$ cat src/common/riscv_params.svh
`ifndef RISCV_PARAMS_SVH
`define RISCV_PARAMS_SVH

// Address bits for 32-bit memory words
`define ADDR_WIDTH 15

// Data path width
`define XLEN 32

// Register index width, sixteen registers kept in memory
`define REG_IDX_WIDTH 4

// Byte address of the first instruction
`define RESET_PC 'h1000

`endif
$ cat src/common/riscvPkg.sv
`default_nettype none

`include "riscv_params.svh"

package riscvPkg;

    // Bit 30 of the instruction followed by funct3
    typedef enum logic [3:0] {
        opAdd  = 4'b0000,
        opSub  = 4'b1000,
        opSll  = 4'b0001,
        opSlt  = 4'b0010,
        opSltu = 4'b0011,
        opXor  = 4'b0100,
        opSrl  = 4'b0101,
        opSra  = 4'b1101,
        opOr   = 4'b0110,
        opAnd  = 4'b0111
    } AluOp;

    // Multicycle sequencer steps
    typedef enum logic [2:0] {
        insnFetch,
        insnDecode,
        regFetch,
        aluStep,
        dataFetch,
        regStore,
        insnDone
    } SeqState;

    // Request side of the strobe/ready memory bus
    typedef struct packed {
        logic [`ADDR_WIDTH-1:0] address;
        logic [`XLEN-1:0]       dataWrite;
        // High for a write, dataWrite valid with it
        logic                   writeEnable;
        logic                   strobe;
    } MemReq;

    // Response side, ready lasts one cycle
    typedef struct packed {
        logic [`XLEN-1:0] dataRead;
        logic             ready;
    } MemRsp;

    typedef enum logic [1:0] {
        byteSize,
        halfSize,
        wordSize
    } TransferSize;

    // Decoder output consumed by the sequencer and the lane unit
    typedef struct packed {
        logic                      isLoad;
        logic                      isStore;
        logic                      isLui;
        logic                      isAluOp;
        logic                      isLoadSigned;
        TransferSize               size;
        logic [`REG_IDX_WIDTH-1:0] rs1Idx;
        logic [`REG_IDX_WIDTH-1:0] rs2Idx;
        logic [`REG_IDX_WIDTH-1:0] rdIdx;
        logic [`XLEN-1:0]          immediate;
        AluOp                      aluOp;
    } DecodedInsn;

endpackage

`default_nettype wire

$ cat src/hw/riscvCore.sv
`timescale 1ns/100ps
`default_nettype none

`include "riscv_params.svh"

module riscvCore (
    input  logic            cpuSignals,
    input  logic            rst,
    input  riscvPkg::MemRsp memRsp,
    output riscvPkg::MemReq memReq
);
    import riscvPkg::*;

    logic [`XLEN-1:0] insnWord;
    DecodedInsn decoded;
    AluOp aluOp;
    logic [`XLEN-1:0] aluX;
    logic [`XLEN-1:0] aluY;
    logic [`XLEN-1:0] aluResult;
    logic [1:0] addrLow;
    logic [`XLEN-1:0] rawWord;
    logic [`XLEN-1:0] oldWord;
    logic [`XLEN-1:0] loadValue;
    logic [`XLEN-1:0] storeWord;

    // Sequencer owns all state, the rest is combinational
    coreSequencer seq0 (
        .cpuSignals(cpuSignals), .rst(rst), .memRsp(memRsp), .memReq(memReq),
        .insnWord(insnWord), .decoded(decoded), .aluOp(aluOp), .aluX(aluX),
        .aluY(aluY), .aluResult(aluResult), .addrLow(addrLow), .rawWord(rawWord),
        .oldWord(oldWord), .loadValue(loadValue), .storeWord(storeWord)
    );

    insnDecoder dec0 (.insnWord(insnWord), .decoded(decoded));

    alu alu0 (.op(aluOp), .x(aluX), .y(aluY), .result(aluResult));

    byteLanes lanes0 (
        .decoded(decoded), .addrLow(addrLow), .rawWord(rawWord), .oldWord(oldWord),
        .loadValue(loadValue), .storeWord(storeWord)
    );

endmodule

`default_nettype wire

$ cat src/core/coreSequencer.sv
`timescale 1ns/100ps
`default_nettype none

`include "riscv_params.svh"

module coreSequencer (
    input  logic                 cpuSignals,
    input  logic                 rst,
    input  riscvPkg::MemRsp      memRsp,
    output riscvPkg::MemReq      memReq,
    output logic [`XLEN-1:0]     insnWord,
    input  riscvPkg::DecodedInsn decoded,
    output riscvPkg::AluOp       aluOp,
    output logic [`XLEN-1:0]     aluX,
    output logic [`XLEN-1:0]     aluY,
    input  logic [`XLEN-1:0]     aluResult,
    output logic [1:0]           addrLow,
    output logic [`XLEN-1:0]     rawWord,
    output logic [`XLEN-1:0]     oldWord,
    input  logic [`XLEN-1:0]     loadValue,
    input  logic [`XLEN-1:0]     storeWord
);
    import riscvPkg::*;

    SeqState state;
    // PC counts 32-bit words
    logic [`ADDR_WIDTH-1:0] pc;
    // Word address of the current load or store
    logic [`ADDR_WIDTH-1:0] dataAddr;
    // Set while regFetch reads rs2 of a store
    logic fetchRs2;
    logic [`ADDR_WIDTH-1:0] writeAddr;
    logic [`XLEN-1:0] writeValue;

    // Registers sit in the lowest memory words
    function automatic logic [`ADDR_WIDTH-1:0] regAddr(input logic [`REG_IDX_WIDTH-1:0] idx);
        return `ADDR_WIDTH'(idx);
    endfunction

    // Target and value of the final write of an instruction
    always_comb begin
        if (decoded.isStore) begin
            writeAddr = dataAddr;
        end else begin
            writeAddr = regAddr(decoded.rdIdx);
        end
        if (decoded.isLui) begin
            writeValue = decoded.immediate;
        end else if (decoded.isLoad) begin
            writeValue = loadValue;
        end else if (decoded.isStore) begin
            writeValue = storeWord;
        end else begin
            writeValue = aluResult;
        end
    end

    always_ff @(posedge cpuSignals) begin
        if (rst) begin
            state <= insnFetch;
            pc <= `ADDR_WIDTH'(`RESET_PC / 4);
            memReq.strobe <= 1'b0;
            memReq.writeEnable <= 1'b0;
            fetchRs2 <= 1'b0;
        end else begin
            case (state)
                insnFetch: begin
                    if (!memReq.strobe) begin
                        // Start the read of the next instruction word
                        memReq.address <= pc;
                        memReq.writeEnable <= 1'b0;
                        memReq.strobe <= 1'b1;
                    end else if (memRsp.ready) begin
                        insnWord <= memRsp.dataRead;
                        memReq.strobe <= 1'b0;
                        state <= insnDecode;
                    end
                end

                insnDecode: begin
                    if (decoded.isLoad || decoded.isStore || decoded.isAluOp) begin
                        // Every remaining kind starts with rs1
                        memReq.address <= regAddr(decoded.rs1Idx);
                        memReq.strobe <= 1'b1;
                        state <= regFetch;
                    end else if (decoded.isLui) begin
                        state <= regStore;
                    end else begin
                        // Unknown opcode, nothing to do
                        state <= insnDone;
                    end
                end

                regFetch: begin
                    if (memRsp.ready) begin
                        memReq.strobe <= 1'b0;
                        if (fetchRs2) begin
                            // rs2 goes to the lane unit for the merge
                            rawWord <= memRsp.dataRead;
                            fetchRs2 <= 1'b0;
                            state <= regStore;
                        end else begin
                            aluX <= memRsp.dataRead;
                            aluY <= decoded.immediate;
                            // Loads and stores add the offset to rs1
                            aluOp <= decoded.isAluOp ? decoded.aluOp : opAdd;
                            state <= aluStep;
                        end
                    end
                end

                aluStep: begin
                    if (decoded.isAluOp) begin
                        state <= regStore;
                    end else begin
                        dataAddr <= aluResult[`ADDR_WIDTH+1:2];
                        addrLow <= aluResult[1:0];
                        memReq.address <= aluResult[`ADDR_WIDTH+1:2];
                        memReq.strobe <= 1'b1;
                        state <= dataFetch;
                    end
                end

                dataFetch: begin
                    if (memRsp.ready) begin
                        if (decoded.isStore) begin
                            // Keep the old word, read rs2 right away
                            oldWord <= memRsp.dataRead;
                            memReq.address <= regAddr(decoded.rs2Idx);
                            fetchRs2 <= 1'b1;
                            state <= regFetch;
                        end else begin
                            rawWord <= memRsp.dataRead;
                            memReq.strobe <= 1'b0;
                            state <= regStore;
                        end
                    end
                end

                regStore: begin
                    if (!memReq.strobe) begin
                        // Sources are all registered, so the request stays stable
                        memReq.address <= writeAddr;
                        memReq.dataWrite <= writeValue;
                        memReq.writeEnable <= 1'b1;
                        memReq.strobe <= 1'b1;
                    end else if (memRsp.ready) begin
                        memReq.strobe <= 1'b0;
                        memReq.writeEnable <= 1'b0;
                        state <= insnDone;
                    end
                end

                insnDone: begin
                    pc <= pc + 1'b1;
                    state <= insnFetch;
                end

                default: begin
                    state <= insnFetch;
                end
            endcase
        end
    end

endmodule

`default_nettype wire

$ cat src/core/byteLanes.sv
`timescale 1ns/100ps
`default_nettype none

`include "riscv_params.svh"

module byteLanes (
    input  riscvPkg::DecodedInsn decoded,
    input  logic [1:0]           addrLow,
    input  logic [`XLEN-1:0]     rawWord,
    input  logic [`XLEN-1:0]     oldWord,
    output logic [`XLEN-1:0]     loadValue,
    output logic [`XLEN-1:0]     storeWord
);
    import riscvPkg::*;

    logic [7:0] laneByte;
    logic [15:0] laneHalf;
    logic byteSign;
    logic halfSign;

    // Addressed lanes of the read word
    assign laneByte = rawWord[{addrLow, 3'b000} +: 8];
    assign laneHalf = addrLow[1] ? rawWord[31:16] : rawWord[15:0];

    // Zero when the load is unsigned
    assign byteSign = decoded.isLoadSigned & laneByte[7];
    assign halfSign = decoded.isLoadSigned & laneHalf[15];

    always_comb begin
        case (decoded.size)
            byteSize: loadValue = {{24{byteSign}}, laneByte};
            halfSize: loadValue = {{16{halfSign}}, laneHalf};
            default: loadValue = rawWord;
        endcase
    end

    // rawWord holds rs2 here, its low part lands in the addressed lane
    always_comb begin
        storeWord = oldWord;
        case (decoded.size)
            byteSize: storeWord[{addrLow, 3'b000} +: 8] = rawWord[7:0];
            halfSize: storeWord[{addrLow[1], 4'b0000} +: 16] = rawWord[15:0];
            default: storeWord = rawWord;
        endcase
    end

endmodule

`default_nettype wire

$ cat src/hw/alu.sv
`timescale 1ns/100ps
`default_nettype none

`include "riscv_params.svh"

module alu (
    input  riscvPkg::AluOp    op,
    input  logic [`XLEN-1:0] x,
    input  logic [`XLEN-1:0] y,
    output logic [`XLEN-1:0] result
);
    import riscvPkg::*;

    logic [4:0] shamt;

    // Shift amount is the low five bits of y
    assign shamt = y[4:0];

    always_comb begin
        case (op)
            opAdd: result = x + y;
            opSub: result = x - y;
            opAnd: result = x & y;
            opOr: result = x | y;
            opXor: result = x ^ y;
            opSll: result = x << shamt;
            opSrl: result = x >> shamt;
            // Arithmetic shift keeps the sign
            opSra: result = $unsigned($signed(x) >>> shamt);
            opSlt: result = $signed(x) < $signed(y) ? `XLEN'(1) : '0;
            // Remaining code is SLTU
            default: result = x < y ? `XLEN'(1) : '0;
        endcase
    end

endmodule

`default_nettype wire

$ cat src/hw/insnDecoder.sv
`timescale 1ns/100ps
`default_nettype none

`include "riscv_params.svh"

module insnDecoder (
    input  logic [`XLEN-1:0]      insnWord,
    output riscvPkg::DecodedInsn decoded
);
    import riscvPkg::*;

    // Major opcode groups in bits 6:2
    typedef enum logic [4:0] {
        majLoad  = 5'b00000,
        majOpImm = 5'b00100,
        majStore = 5'b01000,
        majLui   = 5'b01101
    } MajorOpcode;

    MajorOpcode major;
    logic [2:0] funct3;
    logic       is32;

    assign major = MajorOpcode'(insnWord[6:2]);
    assign funct3 = insnWord[14:12];
    // Only full-size encodings count, anything else falls through as a no-op
    assign is32 = insnWord[1:0] == 2'b11;

    assign decoded.isLoad = is32 && major == majLoad;
    assign decoded.isStore = is32 && major == majStore;
    assign decoded.isLui = is32 && major == majLui;
    assign decoded.isAluOp = is32 && major == majOpImm;
    // funct3 bit 2 marks the unsigned loads
    assign decoded.isLoadSigned = !funct3[2];

    assign decoded.rs1Idx = insnWord[15 +: `REG_IDX_WIDTH];
    assign decoded.rs2Idx = insnWord[20 +: `REG_IDX_WIDTH];
    assign decoded.rdIdx = insnWord[7 +: `REG_IDX_WIDTH];

    // Bit 30 only selects SRAI over SRLI, elsewhere it is immediate data
    assign decoded.aluOp = AluOp'({funct3 == 3'b101 && insnWord[30], funct3});

    always_comb begin
        case (funct3[1:0])
            2'b00: decoded.size = byteSize;
            2'b01: decoded.size = halfSize;
            default: decoded.size = wordSize;
        endcase
    end

    // Immediate format follows the major opcode
    always_comb begin
        case (major)
            majLoad, majOpImm:
                decoded.immediate = {{20{insnWord[31]}}, insnWord[31:20]};
            majStore:
                decoded.immediate = {{20{insnWord[31]}}, insnWord[31:25], insnWord[11:7]};
            majLui:
                decoded.immediate = {insnWord[31:12], 12'b0};
            default:
                decoded.immediate = '0;
        endcase
    end

endmodule

`default_nettype wire

$ cat config.mk
export PLATFORM = sky130hd
export DESIGN_NAME = riscvCore
export DESIGN_NICKNAME = d
export VERILOG_FILES = /design/src/common/riscvPkg.sv /design/src/hw/riscvCore.sv /design/src/core/coreSequencer.sv /design/src/core/byteLanes.sv /design/src/hw/alu.sv /design/src/hw/insnDecoder.sv
export VERILOG_INCLUDE_DIRS = /design/src /design/src/common
export SDC_FILE = /design/constraint.sdc
export NUM_CORES = 1
export LEC_CHECK = 0
export BUFFER_PORTS_ARGS = -buffer_cell sky130_fd_sc_hd__buf_2
export CAP_MARGIN = 40
export CELL_PAD_IN_SITES_DETAIL_PLACEMENT = 1
export CELL_PAD_IN_SITES_GLOBAL_PLACEMENT = 1
export CORE_AREA = 2 2 230 232
export DETAILED_ROUTE_END_ITERATION = 7
export DIE_AREA = 0 0 232 234
export PLACE_DENSITY = 0.69
export SLEW_MARGIN = 10
export SYNTH_ARGS = -nofsm -noshare
export SYNTH_HDL_FRONTEND = slang
export SYNTH_SLANG_ARGS = --single-unit
$ cat constraint.sdc
create_clock -name cpuSignals -period 7.8 [get_ports cpuSignals]
set_input_delay 1.95 -clock cpuSignals [delete_from_list [all_inputs] [get_ports cpuSignals]]
set_output_delay 1.95 -clock cpuSignals [all_outputs]
set_load 0.005 [all_outputs]
==> results of run 1 <==
-- where the power goes --
part	internal [mW]	switching, mW
clock network	0.774	0.587
logic	0.324	0.649
registers	1.58	0.122
total	2.68	1.36
-- metal layers --
metal  vias to the layer above  wire [µm]
li1                       8649          -
met3                       246       8410
met2                      1161      44000
met1                     10400      41400
met5                         -          7
met4                         2       6480
-- through the flow --
step,hold slack (ps),power (mW),std cells,area (µm²)
global route,549,4.17,3011,22700
floorplan,467,2.27,2284,20600
detailed placement,510,2.67,2960,21700
CTS,523,4.02,3010,22700
global placement,494,2.65,2950,21600
finish,527,4.04,3012,22700
-- critical path, cell delays in order (launching register included) --
cell and delay, ps:
edfxtp_1 330, buf_4 550, inv_1 390, ha_1 470
nor2_1 230, o311ai_0 220, a311oi_1 840, o41ai_1 290
nand2_1 290, xnor2_1 120, a2111oi_0 490, o31a_1 270
a311oi_1 70
-- layout make-up --
cell class | instances | area, µm² | share of cell area [%]
multi-input cells | 1754 | 12200 | 53.7
inverters | 116 | 435 | 1.92
well taps | 688 | 861 | 3.79
clock buffers | 33 | 761 | 3.35
diodes | 1 | 2.50 | 0.0110
clock inverters | 17 | 178 | 0.783
flip-flops and latches | 249 | 7270 | 32.0
repair buffers | 154 | 1000 | 4.42
-- registers in the layout, indices dropped and copies added, names as in the netlist --
signal / count
seq0.memReq: 49
seq0.aluX: 32
seq0.aluY: 32
seq0.insnWord: 32
seq0.oldWord: 32
seq0.rawWord: 32
seq0.dataAddr: 15
seq0.pc: 15
seq0.aluOp: 4
seq0.state: 3
seq0.addrLow: 2
seq0.fetchRs2: 1
-- logic make-up (layout without fill, tap and decap cells) --
group,count (synthesis),in the layout
buf+inv,281,320
flops,249,249
simple gates,685,685
mux,139,139
other cells,0,1
fa+ha+maj,105,105
compound gates,784,784
xor+xnor,41,41
-- worst paths after layout --
check | from | end | slack [ps] | cells after the start
worst max register to register | seq0.aluY[3] | seq0.memReq[23] | 2930 | 12
worst min-delay path | seq0.fetchRs2 | seq0.fetchRs2 | 530 | 2
worst min register to register | seq0.fetchRs2 | seq0.fetchRs2 | 530 | 2
worst max-delay path | seq0.aluY[3] | seq0.memReq[23] | 2930 | 12
-- cells in the final DEF (no fill, tap or decap), types with 26 or more instances in the layout --
master     Yosys  layout
buf_4          4      62
o22ai_1       31      31
o221ai_1      28      28
a21o_1        48      48
edfxtp_1     228     228
clkbuf_16      0      30
nand2_1      194     194
nand3_1       38      38
nor2_1       236     235
buf_2         25      87
inv_1        108     108
a22oi_1       39      39
ha_1         103     103
xnor2_1       28      28
mux4_2        50      50
nor3_1        47      43
a211oi_1      53      52
a221oi_1      26      26
mux2i_1       67      67
and3_1        26      26
o211ai_1      26      26
o21ai_0      126     126
a21oi_1      220     220
nor2b_1       48      48
==> results by group, run 1 <==
Placed design
  • Pre-CTS WS: 3020 ps
  • Gpl congestion: roughly 1.0
  • Hpwl dp: 75.7 mm
  • PortBufs: 83

Timing
  • Worst slew pin tran: 1070 ps
  • Max-slew violation count: 0
  • Tmin final: ~4900 ps
  • Final setup vio count: 0
  • RSZ-0062 raised after global routing: no
  • Peak Freq: 205 MHz
  • Clk_skew: ~33 ps
  • Fin. Hold Viols: 0
  • Normalized max-slew margin: roughly 28%
  • Crit share post-route: 62.4%
  • Final WS setup: between 2000 and 3000 ps
  • Setup_tns: 0 ps

Global routing
  • GR Util met3: ~5.5%
  • GR peak layer: met2
  • Overall Global Routing Usage: a little over a third
  • First-pass GRT wire length: 144 mm
  • Initial antenna violation count: 2
  • GRT overflow: 0
  • Vias in the first global route: approximately 20,000
  • Largest net degree at the start of global routing: 62
  • Met1 usage: 49.4%
  • GR Util met2: a little under three fifths

Floorplan
  • Row Count: 84
  • Initial Util: approximately two fifths
  • Ports: between 80 and 90
  • Die X: between 200 and 250 µm
  • Core Area: roughly 52,000 µm²
  • DIE HEIGHT: between 200 and 250 µm
  • Die footprint: approximately 54,000 µm²

Clocking
  • CTS H-tree depth: 1
  • Clock Pin Slew Worst Setup and Hold Paths: 70 ps
  • Hold Buf Count CTS: 0
  • Total clock buffers created by CTS: 27
  • Worst-skew pair later-pin latency: roughly 570 ps
  • Root Driver: clkbuf_16
  • CTS sink cnt: ~250
  • CTS tree: built
  • Deepest clock path buffer count: 3
  • # Post-CTS Setup Buffers: 0
  • Post-CTS sizing: 0

Drt
  • WL final: ~100 mm
  • Antenna-violating nets left: 0
  • Vias: 20,400
  • Initial DRC Count: 2,557
  • Vias per cell: ~6.8
  • WL/cell: 33.3 µm
  • # DRC: 0
  • Drt first pass iters: 6

Final layout
  • Layout overhead on the synthesized area: 10.4%
  • # fillers: roughly 6,000
  • # nets final: roughly 2,400
  • Share of cells above drive strength 1: between 10% and 20%
  • Fin util: 43.6%

Pwr
  • Pleak: roughly 8.7 nW
  • Peak VDD IR: 0.186 mV
  • Pwr dens: between 150 and 200 nW/µm²

Synthesis
  • Post-synth EDFFs: 228
  • Largest family of logic cells by synthesized area: compound AO/OA/AOI/OAI gates
  • Post-synth ARST share: 0%
  • Total nets after synthesis: between 2,000 and 2,500
  • Count leader, synth: nor2_1
  • Cell area after synthesis: about 20,000 µm²
  • Syn avg cell area: around 9.0 µm²
  • Cell count after synthesis: between 2,000 and 2,500
  • Seq/Total Area, Yosys: between 30% and 40%
  • Commonest cells in the netlist: nor2_1 (236), edfxtp_1 (228), a21oi_1 (220), nand2_1 (194), o21ai_0 (126)
  • Mux cell area share after synthesis: about 10%
  • Main synth FF type: edfxtp_1
  • Yosys reg bits: between 200 and 250
  • Simple-Gate Fraction of Synth Area: 15.3%
  • Biggest area consumer among synthesized cells: edfxtp_1
  • Yosys top cell area share: approximately 33%
  • Post-synthesis compound-gate area fraction: approximately a quarter
  • Yosys Warn Count: 0
  • Count of different cell masters after synthesis: between 90 and 100
  • Largest cells by area after synthesis: edfxtp_1 (33%), ha_1 (6.3%), mux4_2 (5.5%)
  • Post-synthesis adder-cell area fraction: between 6 and 7%
  • XOR/XNOR Fraction of Synth Area: about 1.7%

Setup path
  • Crit Path Max Fanout: 60
  • WP data arrival: slightly above 5000 ps
  • Startpoint Class: register
  • Critical Path RT: 8090 ps
  • CP Class: register to register
  • Crit end category: register

Outcome
  • Status: completed

Min path
  • Hold crit path type: register to register

Flow run
  • Max Cap Violations: 0
Note: power is estimated with default switching activity, not from simulation.
==> run 2, diff against run 1 <==
--- a/config.mk
+++ b/config.mk
@@ -13,7 +13,7 @@
 export CORE_AREA = 2 2 230 232
 export DETAILED_ROUTE_END_ITERATION = 7
 export DIE_AREA = 0 0 232 234
-export PLACE_DENSITY = 0.69
+export PLACE_DENSITY = 0.66
 export SLEW_MARGIN = 10
 export SYNTH_ARGS = -nofsm -noshare
 export SYNTH_HDL_FRONTEND = slang
==> constraint.sdc (replaced) <==
create_clock -name cpuSignals -period 5.1 [get_ports cpuSignals]
set_input_delay 1.275 -clock cpuSignals [delete_from_list [all_inputs] [get_ports cpuSignals]]
set_output_delay 1.275 -clock cpuSignals [all_outputs]
set_load 0.005 [all_outputs]
==> run 2 against run 1 <==
  * Critical path depth decreased by 1
  * Clock skew decreased by 15 ps
  * Global-route usage down 0.45 points
  * Total power is 48% higher
  * Routed wire length down 1.1%
  * Critical path type unchanged
  * Critical endpoint is now seq0.memReq[15]
  * Largest power group unchanged
==> results by group, run 2 (same netlist as run 1, synthesis figures left out) <==
Placed design
  • Gpl congestion: 0.994 (was 1.04)
  • PortBufs: 83 (unchanged)
  • Hpwl dp: 76.4 mm (was 75.7 mm)
  • Placed inst area: 22,000 µm² (was 21,700 µm²)

Timing
  • Normalized max-slew margin: 30.7% (was 28.0%)
  • Worst slew pin tran: 1030 ps (was 1070 ps)
  • Clk_skew: 17.5 ps (was 32.8 ps)
  • RSZ-0062 raised after global routing: no (unchanged)
  • Setup_tns: 0 ps (unchanged)
  • Peak Freq: 229 MHz (was 205 MHz)
  • Max-slew violation count: 0 (unchanged)
  • Final setup vio count: 0 (unchanged)
  • Fin. Hold Viols: 0 (unchanged)
  • Crit share post-route: 85.7% (was 62.4%)
  • Tmin final: 4370 ps (was 4870 ps)

Setup path
  • Crit path largest cell delay: 830 ps (was 840 ps)
  • CP delay by family, top: compound AO/OA/AOI/OAI gates (unchanged)
  • RR Startpoint: seq0.aluX[4] (was seq0.aluY[3])
  • Reg2Reg Depth: 11 (was 12)
  • Critical Path RT: 5410 ps (was 8090 ps)
  • Buf+Inv Stages, Crit Path: 1 (was 2)
  • Startpoint Class: register (unchanged)
  • Crit end category: register (unchanged)
  • Crit Path Max Fanout: 12 (was 60)
  • Crit-path cells: inv_1, ha_1, nor2_1, o311ai_0, a311oi_1, nor3_1, o21ba_2, o21ai_0, xor2_1, o21ai_0, a221o_1 (was buf_4, inv_1, ha_1, nor2_1, o311ai_0, a311oi_1, o41ai_1, nand2_1, xnor2_1, a2111oi_0, o31a_1, a311oi_1)
  • Most used cell, CP: o21ai_0 (was a311oi_1)
  • R2r setup slk: 730 ps (was 2930 ps)
  • WP data arrival: 4670 ps (was 5160 ps)
  • FF-to-FF End: seq0.memReq[15] (was seq0.memReq[23])
  • CP Class: register to register (unchanged)
  • Slowest CP cell: a311oi_1 (unchanged)

Pwr
  • Seq pwr share: 43.5% (was 42.2%)
  • Switching Fraction: 33.4% (was 33.7%)
  • Pwr dens: 262 nW/µm² (was 178 nW/µm²)
  • Comb pwr share: 25.2% (was 24.1%)
  • Peak VDD IR: 0.309 mV (was 0.186 mV)
  • Net Sw Power: 1.99 mW (was 1.36 mW)
  • Pint: 3.97 mW (was 2.68 mW)
  • Pleak: 8.81 nW (was 8.72 nW)
  • Clock share of power: 31.3% (was 33.7%)

Global routing
  • First-pass GRT wire length: 143 mm (was 144 mm)
  • GRT overflow: 0 (unchanged)
  • Overall Global Routing Usage: 36.1% (was 36.5%)
  • Initial antenna violation count: 2 (unchanged)
  • Vias in the first global route: 19,900 (was 20,000)
  • Largest net degree at the start of global routing: 80 (was 62)

Floorplan
  • Die X: 232 µm (unchanged)
  • Core Area: 52,000 µm² (unchanged)
  • Ports: 84 (unchanged)
  • Row Count: 84 (unchanged)
  • DIE HEIGHT: 234 µm (unchanged)
  • Initial Util: 39.5% (unchanged)
  • Die footprint: 54,300 µm² (unchanged)

Final layout
  • Layout overhead on the synthesized area: 10.9% (was 10.4%)
  • Commonest cells after routing, fill and taps aside: nor2_1 (235), edfxtp_1 (228), a21oi_1 (220) (unchanged)
  • Final instance area: 22,800 µm² (was 22,700 µm²)
  • Fin util: 43.8% (was 43.6%)
  • # nets final: 2,468 (was 2,442)
  • Commonest non-fill, non-tap cell in the layout: nor2_1 (unchanged)
  • Share of cells above drive strength 1: 14.1% (was 13.5%)
  • Register with the most flip-flops: seq0.memReq (unchanged)
  • Number of flip-flops in the largest register: 49 (unchanged)

Drt
  • WL/cell: 32.7 µm (was 33.3 µm)
  • Antenna-violating nets left: 0 (unchanged)
  • Initial DRC Count: 2,742 (was 2,557)
  • Vias per cell: 6.66 (was 6.78)
  • Vias: 20,200 (was 20,400)
  • # DRC: 0 (unchanged)
  • WL final: 99.2 mm (was 100 mm)
  • Drt first pass iters: 5 (was 6)

Clocking
  • CTS tree: built (unchanged)
  • Deepest clock path buffer count: 3 (unchanged)
  • Worst-skew pair later-pin latency: 550 ps (was 570 ps)
  • Hold Buf Count CTS: 0 (unchanged)
  • CTS H-tree depth: 1 (unchanged)
  • CTS sink cnt: 249 (unchanged)
  • Root Driver: clkbuf_16 (unchanged)
  • # Post-CTS Setup Buffers: 0 (unchanged)
  • Post-CTS sizing: 0 (unchanged)
  • Clock Pin Slew Worst Setup and Hold Paths: 70 ps (about the same)
  • Total clock buffers created by CTS: 26 (was 27)

Min path
  • WHS Endpoint: seq0.pc[1] (was seq0.fetchRs2)
  • Hold crit path type: register to register (unchanged)
  • Hold path startpoint: seq0.pc[1] (was seq0.fetchRs2)
  • Worst Hold Depth: 2 (unchanged)

Flow run
  • Max Cap Violations: 0 (unchanged)

Outcome
  • Status: completed (unchanged)
## run 2: cell count changes in the layout (fill, tap and decap cells not counted), moves of 2 or more
cell | before | now
buf_4 | 62 | 91
buf_12 | 1 | 4
buf_2 | 87 | 84
clkbuf_16 | 30 | 27
clkinv_1 | 5 | 8
clkinv_2 | 4 | 7
clkinvlp_4 | 5 | 2
inv_8 | 3 | 0
clkbuf_1 | 2 | 4
## run 2: how the worst max path moves through the flow
stage                 startpoint              end  slack (ps)  cells after the start
floorplan                    rst    seq0.aluOp[0]         290                      3
global placement    seq0.aluX[1]  seq0.memReq[33]        1010                     12
detailed placement  seq0.aluX[1]  seq0.memReq[33]         930                     12
CTS                 seq0.aluX[4]  seq0.memReq[15]         910                     11
global route        seq0.aluX[3]  seq0.memReq[23]         560                     12
finish              seq0.aluX[4]  seq0.memReq[15]         730                     11
## run 2: worst min-delay path, stage by stage, from the launching register on
cell,delay (ps)
dfxtp_1,350
nand2_1,80
a21oi_1,60
## run 2: through the flow
step	std cells	power (mW)	setup WS [ps]	hold WS, ps
floorplan	2284	3.47	289	467
global placement	2983	4.07	1010	497
detailed placement	2988	4.10	926	527
CTS	3036	5.96	912	539
global route	3036	6.17	564	563
finish	3038	5.96	731	535
## run 2: cell type report
cell class | instances | area, µm²
Antenna cell | 2 | 5.00
Clock buffer | 33 | 718
Clock inverter | 15 | 109
Fill cell | 6044 | 29200
Inverter | 116 | 435
Multi-Input combinational cell | 1754 | 12200
Sequential cell | 249 | 7270
Tap cell | 688 | 861
Timing Repair Buffer | 181 | 1230
## run 2: routing by layer
metal / up-vias / wire length [µm] / global-route usage, %
met5: - / 0 / 0
met4: 0 / 4560 / 14.6
met3: 191 / 7680 / 3.51
met2: 1050 / 45400 / 58.1
met1: 10300 / 41600 / 49.9
li1: 8705 / - / -
## run 2: power by group through the flow
stage,combinational [mW],sequential (mW),clock [mW]
6_report,1.50,2.59,1.87
5_1_grt,1.61,2.60,1.95
4_1_cts,1.48,2.59,1.89
3_5_place_dp,1.47,2.63,0
3_3_place_gp,1.44,2.62,0
2_1_floorplan,0.919,2.55,0
==> run 3, diff against run 2 <==
--- a/config.mk
+++ b/config.mk
@@ -13,6 +13,7 @@
 export CORE_AREA = 2 2 230 232
 export DETAILED_ROUTE_END_ITERATION = 7
 export DIE_AREA = 0 0 232 234
+export GPL_TIMING_DRIVEN = 0
 export PLACE_DENSITY = 0.66
 export SLEW_MARGIN = 10
 export SYNTH_ARGS = -nofsm -noshare
==> run 3 against run 2 <==
  * Clock-buffer cell count fell by 8
  * Clock skew rose by 16 ps
  * Maximum frequency fell by 13%
  * Final area rose by 1.5%
  * Core utilization rose by 0.65 points
  * Die area did not move
  * Largest power group unchanged
==> results by group, run 3 (same netlist as run 1, synthesis figures left out) <==
Final layout
  • Share of cells above drive strength 1: 13.1% (was 14.1%)
  • Register with the most flip-flops: seq0.memReq (unchanged)
  • Layout overhead on the synthesized area: 12.6% (was 10.9%)
  • Sequential Area: 7270 µm² (unchanged)
  • Combined area of the multi-input logic cells: 12,300 µm² (was 12,200 µm²)
  • Commonest non-fill, non-tap cell in the layout: nor2_1 (unchanged)
  • Non-Filler Instances: 3,136 (was 3,038)
  • Commonest cells after routing, fill and taps aside: nor2_1 (235), edfxtp_1 (228), a21oi_1 (220) (unchanged)
  • # nets final: 2,569 (was 2,468)
  • # fillers: 6,108 (was 6,044)
  • Number of flip-flops in the largest register: 49 (unchanged)

Clocking
  • Clock Pin Slew Worst Setup and Hold Paths: 70 ps (about the same)
  • Total clock buffers created by CTS: 23 (was 26)
  • CTS sink cnt: 249 (unchanged)
  • Deepest clock path buffer count: 3 (unchanged)
  • Root Driver: clkbuf_16 (unchanged)
  • Worst-skew pair later-pin latency: 550 ps (about the same)
  • CTS tree: built (unchanged)
  • CTS H-tree depth: 1 (unchanged)

Flow run
  • Max Cap Violations: 0 (unchanged)

Timing
  • Hold_ws: 551 ps (was 535 ps)
  • Crit share post-route: 99.0% (was 85.7%)
  • Clk_skew: 33.4 ps (was 17.5 ps)
  • Normalized max-slew margin: 31.2% (was 30.7%)
  • Worst slew pin tran: 1030 ps (about the same)
  • Tmin final: 5050 ps (was 4370 ps)
  • Final setup vio count: 0 (unchanged)
  • Max-slew violation count: 0 (unchanged)
  • Peak Freq: 198 MHz (was 229 MHz)
  • Fin. Hold Viols: 0 (unchanged)

Floorplan
  • DIE HEIGHT: 234 µm (unchanged)
  • Die footprint: 54,300 µm² (unchanged)
  • Ports: 84 (unchanged)
  • Core Area: 52,000 µm² (unchanged)
  • Row Count: 84 (unchanged)
  • Die X: 232 µm (unchanged)
  • Initial Util: 39.5% (unchanged)

Global routing
  • Largest net degree at the start of global routing: 29 (was 80)
  • First-pass GRT wire length: 157 mm (was 143 mm)
  • Overall Global Routing Usage: 40.5% (was 36.1%)
  • GRT overflow: 0 (unchanged)
  • Vias in the first global route: 21,000 (was 19,900)
  • Initial antenna violation count: 4 (was 2)

Drt
  • Vias: 21,500 (was 20,200)
  • WL final: 111 mm (was 99.2 mm)
  • Vias per cell: 6.85 (was 6.66)
  • Drt first pass iters: 6 (was 5)
  • Initial DRC Count: 3,224 (was 2,742)
  • # DRC: 0 (unchanged)
  • WL/cell: 35.4 µm (was 32.7 µm)
  • Antenna-violating nets left: 0 (unchanged)

Setup path
  • Critical Path RT: 5390 ps (was 5410 ps)
  • WP data arrival: 5340 ps (was 4670 ps)
  • Crit path largest cell delay: 560 ps (was 830 ps)
  • CP delay by family, top: compound AO/OA/AOI/OAI gates (unchanged)
  • Startpoint Class: register (unchanged)
  • Buf+Inv Stages, Crit Path: 3 (was 1)
  • CP Class: register to register (unchanged)
  • Crit Path Max Fanout: 28 (was 12)
  • Most used cell, CP: buf_2 (was o21ai_0)
  • Crit end category: register (unchanged)
  • Slowest CP cell: a221o_1 (was a311oi_1)
  • Crit-path cells: inv_2, buf_2, ha_1, buf_2, o21bai_2, a2111oi_2, o31ai_2, a41oi_2, nor4_1, nor3_2, nand3b_1, a221o_1, a21o_1 (was inv_1, ha_1, nor2_1, o311ai_0, a311oi_1, nor3_1, o21ba_2, o21ai_0, xor2_1, o21ai_0, a221o_1)

Pwr
  • Peak VDD IR: 0.360 mV (was 0.309 mV)
  • Pleak: 8.84 nW (was 8.81 nW)
  • Pwr dens: 264 nW/µm² (was 262 nW/µm²)

Placed design
  • PortBufs: 82 (was 83)
  • Gpl congestion: 1.05 (was 0.994)
  • Hpwl dp: 88.4 mm (was 76.4 mm)
  • Post-Place Cells: 3,090 (was 2,988)

Min path
  • Hold crit path type: register to register (unchanged)

Outcome
  • Status: completed (unchanged)
-- run 3: changes by cell type in the layout (fill, tap and decap cells not counted), sizes merged --
cell | before | now
bufinv | 1 | 5
clkinv | 16 | 14
buf | 181 | 180
clkbuf | 33 | 130
-- run 3: final cells by class --
cell class / count / area share, %
antenna: 2 / 0.0216
clock buffer: 25 / 2.52
tap: 688 / 3.72
buffer: 161 / 3.05
inverter: 116 / 1.90
multi-input combinational: 1754 / 53.0
clock inverter: 17 / 0.957
timing repair buffer: 124 / 3.39
sequential: 249 / 31.4
-- run 3: worst reg2reg max path, stage by stage, from the launching register on --
cell,delay (ps)
edfxtp_1,520
inv_2,540
buf_2,460
ha_1,300
buf_2,170
o21bai_2,200
a2111oi_2,140
o31ai_2,400
a41oi_2,280
nor4_1,520
nor3_2,160
nand3b_1,320
a221o_1,560
a21o_1,240
-- run 3: metrics by stage --
stage / total power, mW / TNS, ps / util (%) / worst slack [ps] / cell area [µm²]
after detailed placement: 4.18 / -34790 / 42.7 / -1290 / 22200
final: 6.10 / 0 / 44.5 / 52.6 / 23100
after global routing: 6.28 / -32.3 / 44.5 / -32.3 / 23100
after floorplan: 3.47 / 0 / - / 289 / 20600
after global placement: 4.11 / -199180 / 42.0 / -1620 / 21800
after CTS: 6.05 / 0 / 44.3 / 39.3 / 23100
-- run 3: power by group --
group	internal [mW]	total, mW	switching (mW)
clock network	1.09	1.89	0.803
registers	2.42	2.57	0.153
logic	0.529	1.64	1.11
total	4.03	6.10	2.07
-- run 3: routing by layer --
layer | GRT usage [%] | vias to the layer above | wire length [µm]
li1 | - | 8909 | -
met1 | 54.6 | 10900 | 44800
met2 | 60.9 | 1372 | 47400
met3 | 7.54 | 309 | 11100
met4 | 23.0 | 0 | 7690
met5 | 0 | - | 0
-- run 3: worst paths after layout --
kind / from / endpoint / slack (ps) / cells after the start
setup / recovery: seq0.aluY[2] / seq0.memReq[2] / 50 / 13
hold / removal: seq0.memReq[1] / seq0.memReq[1] / 550 / 2
setup reg to reg: seq0.aluY[2] / seq0.memReq[2] / 50 / 13
hold reg to reg: seq0.memReq[1] / seq0.memReq[1] / 550 / 2
-- run 3: repair_timing --
item	4_1_cts	5_1_grt
buffers inserted	1	4
gates resized for setup	10	4
endpoints found under the setup margin	49	10
endpoints found under the hold margin	0	0
pin swaps	0	1
hold buffers	0	0
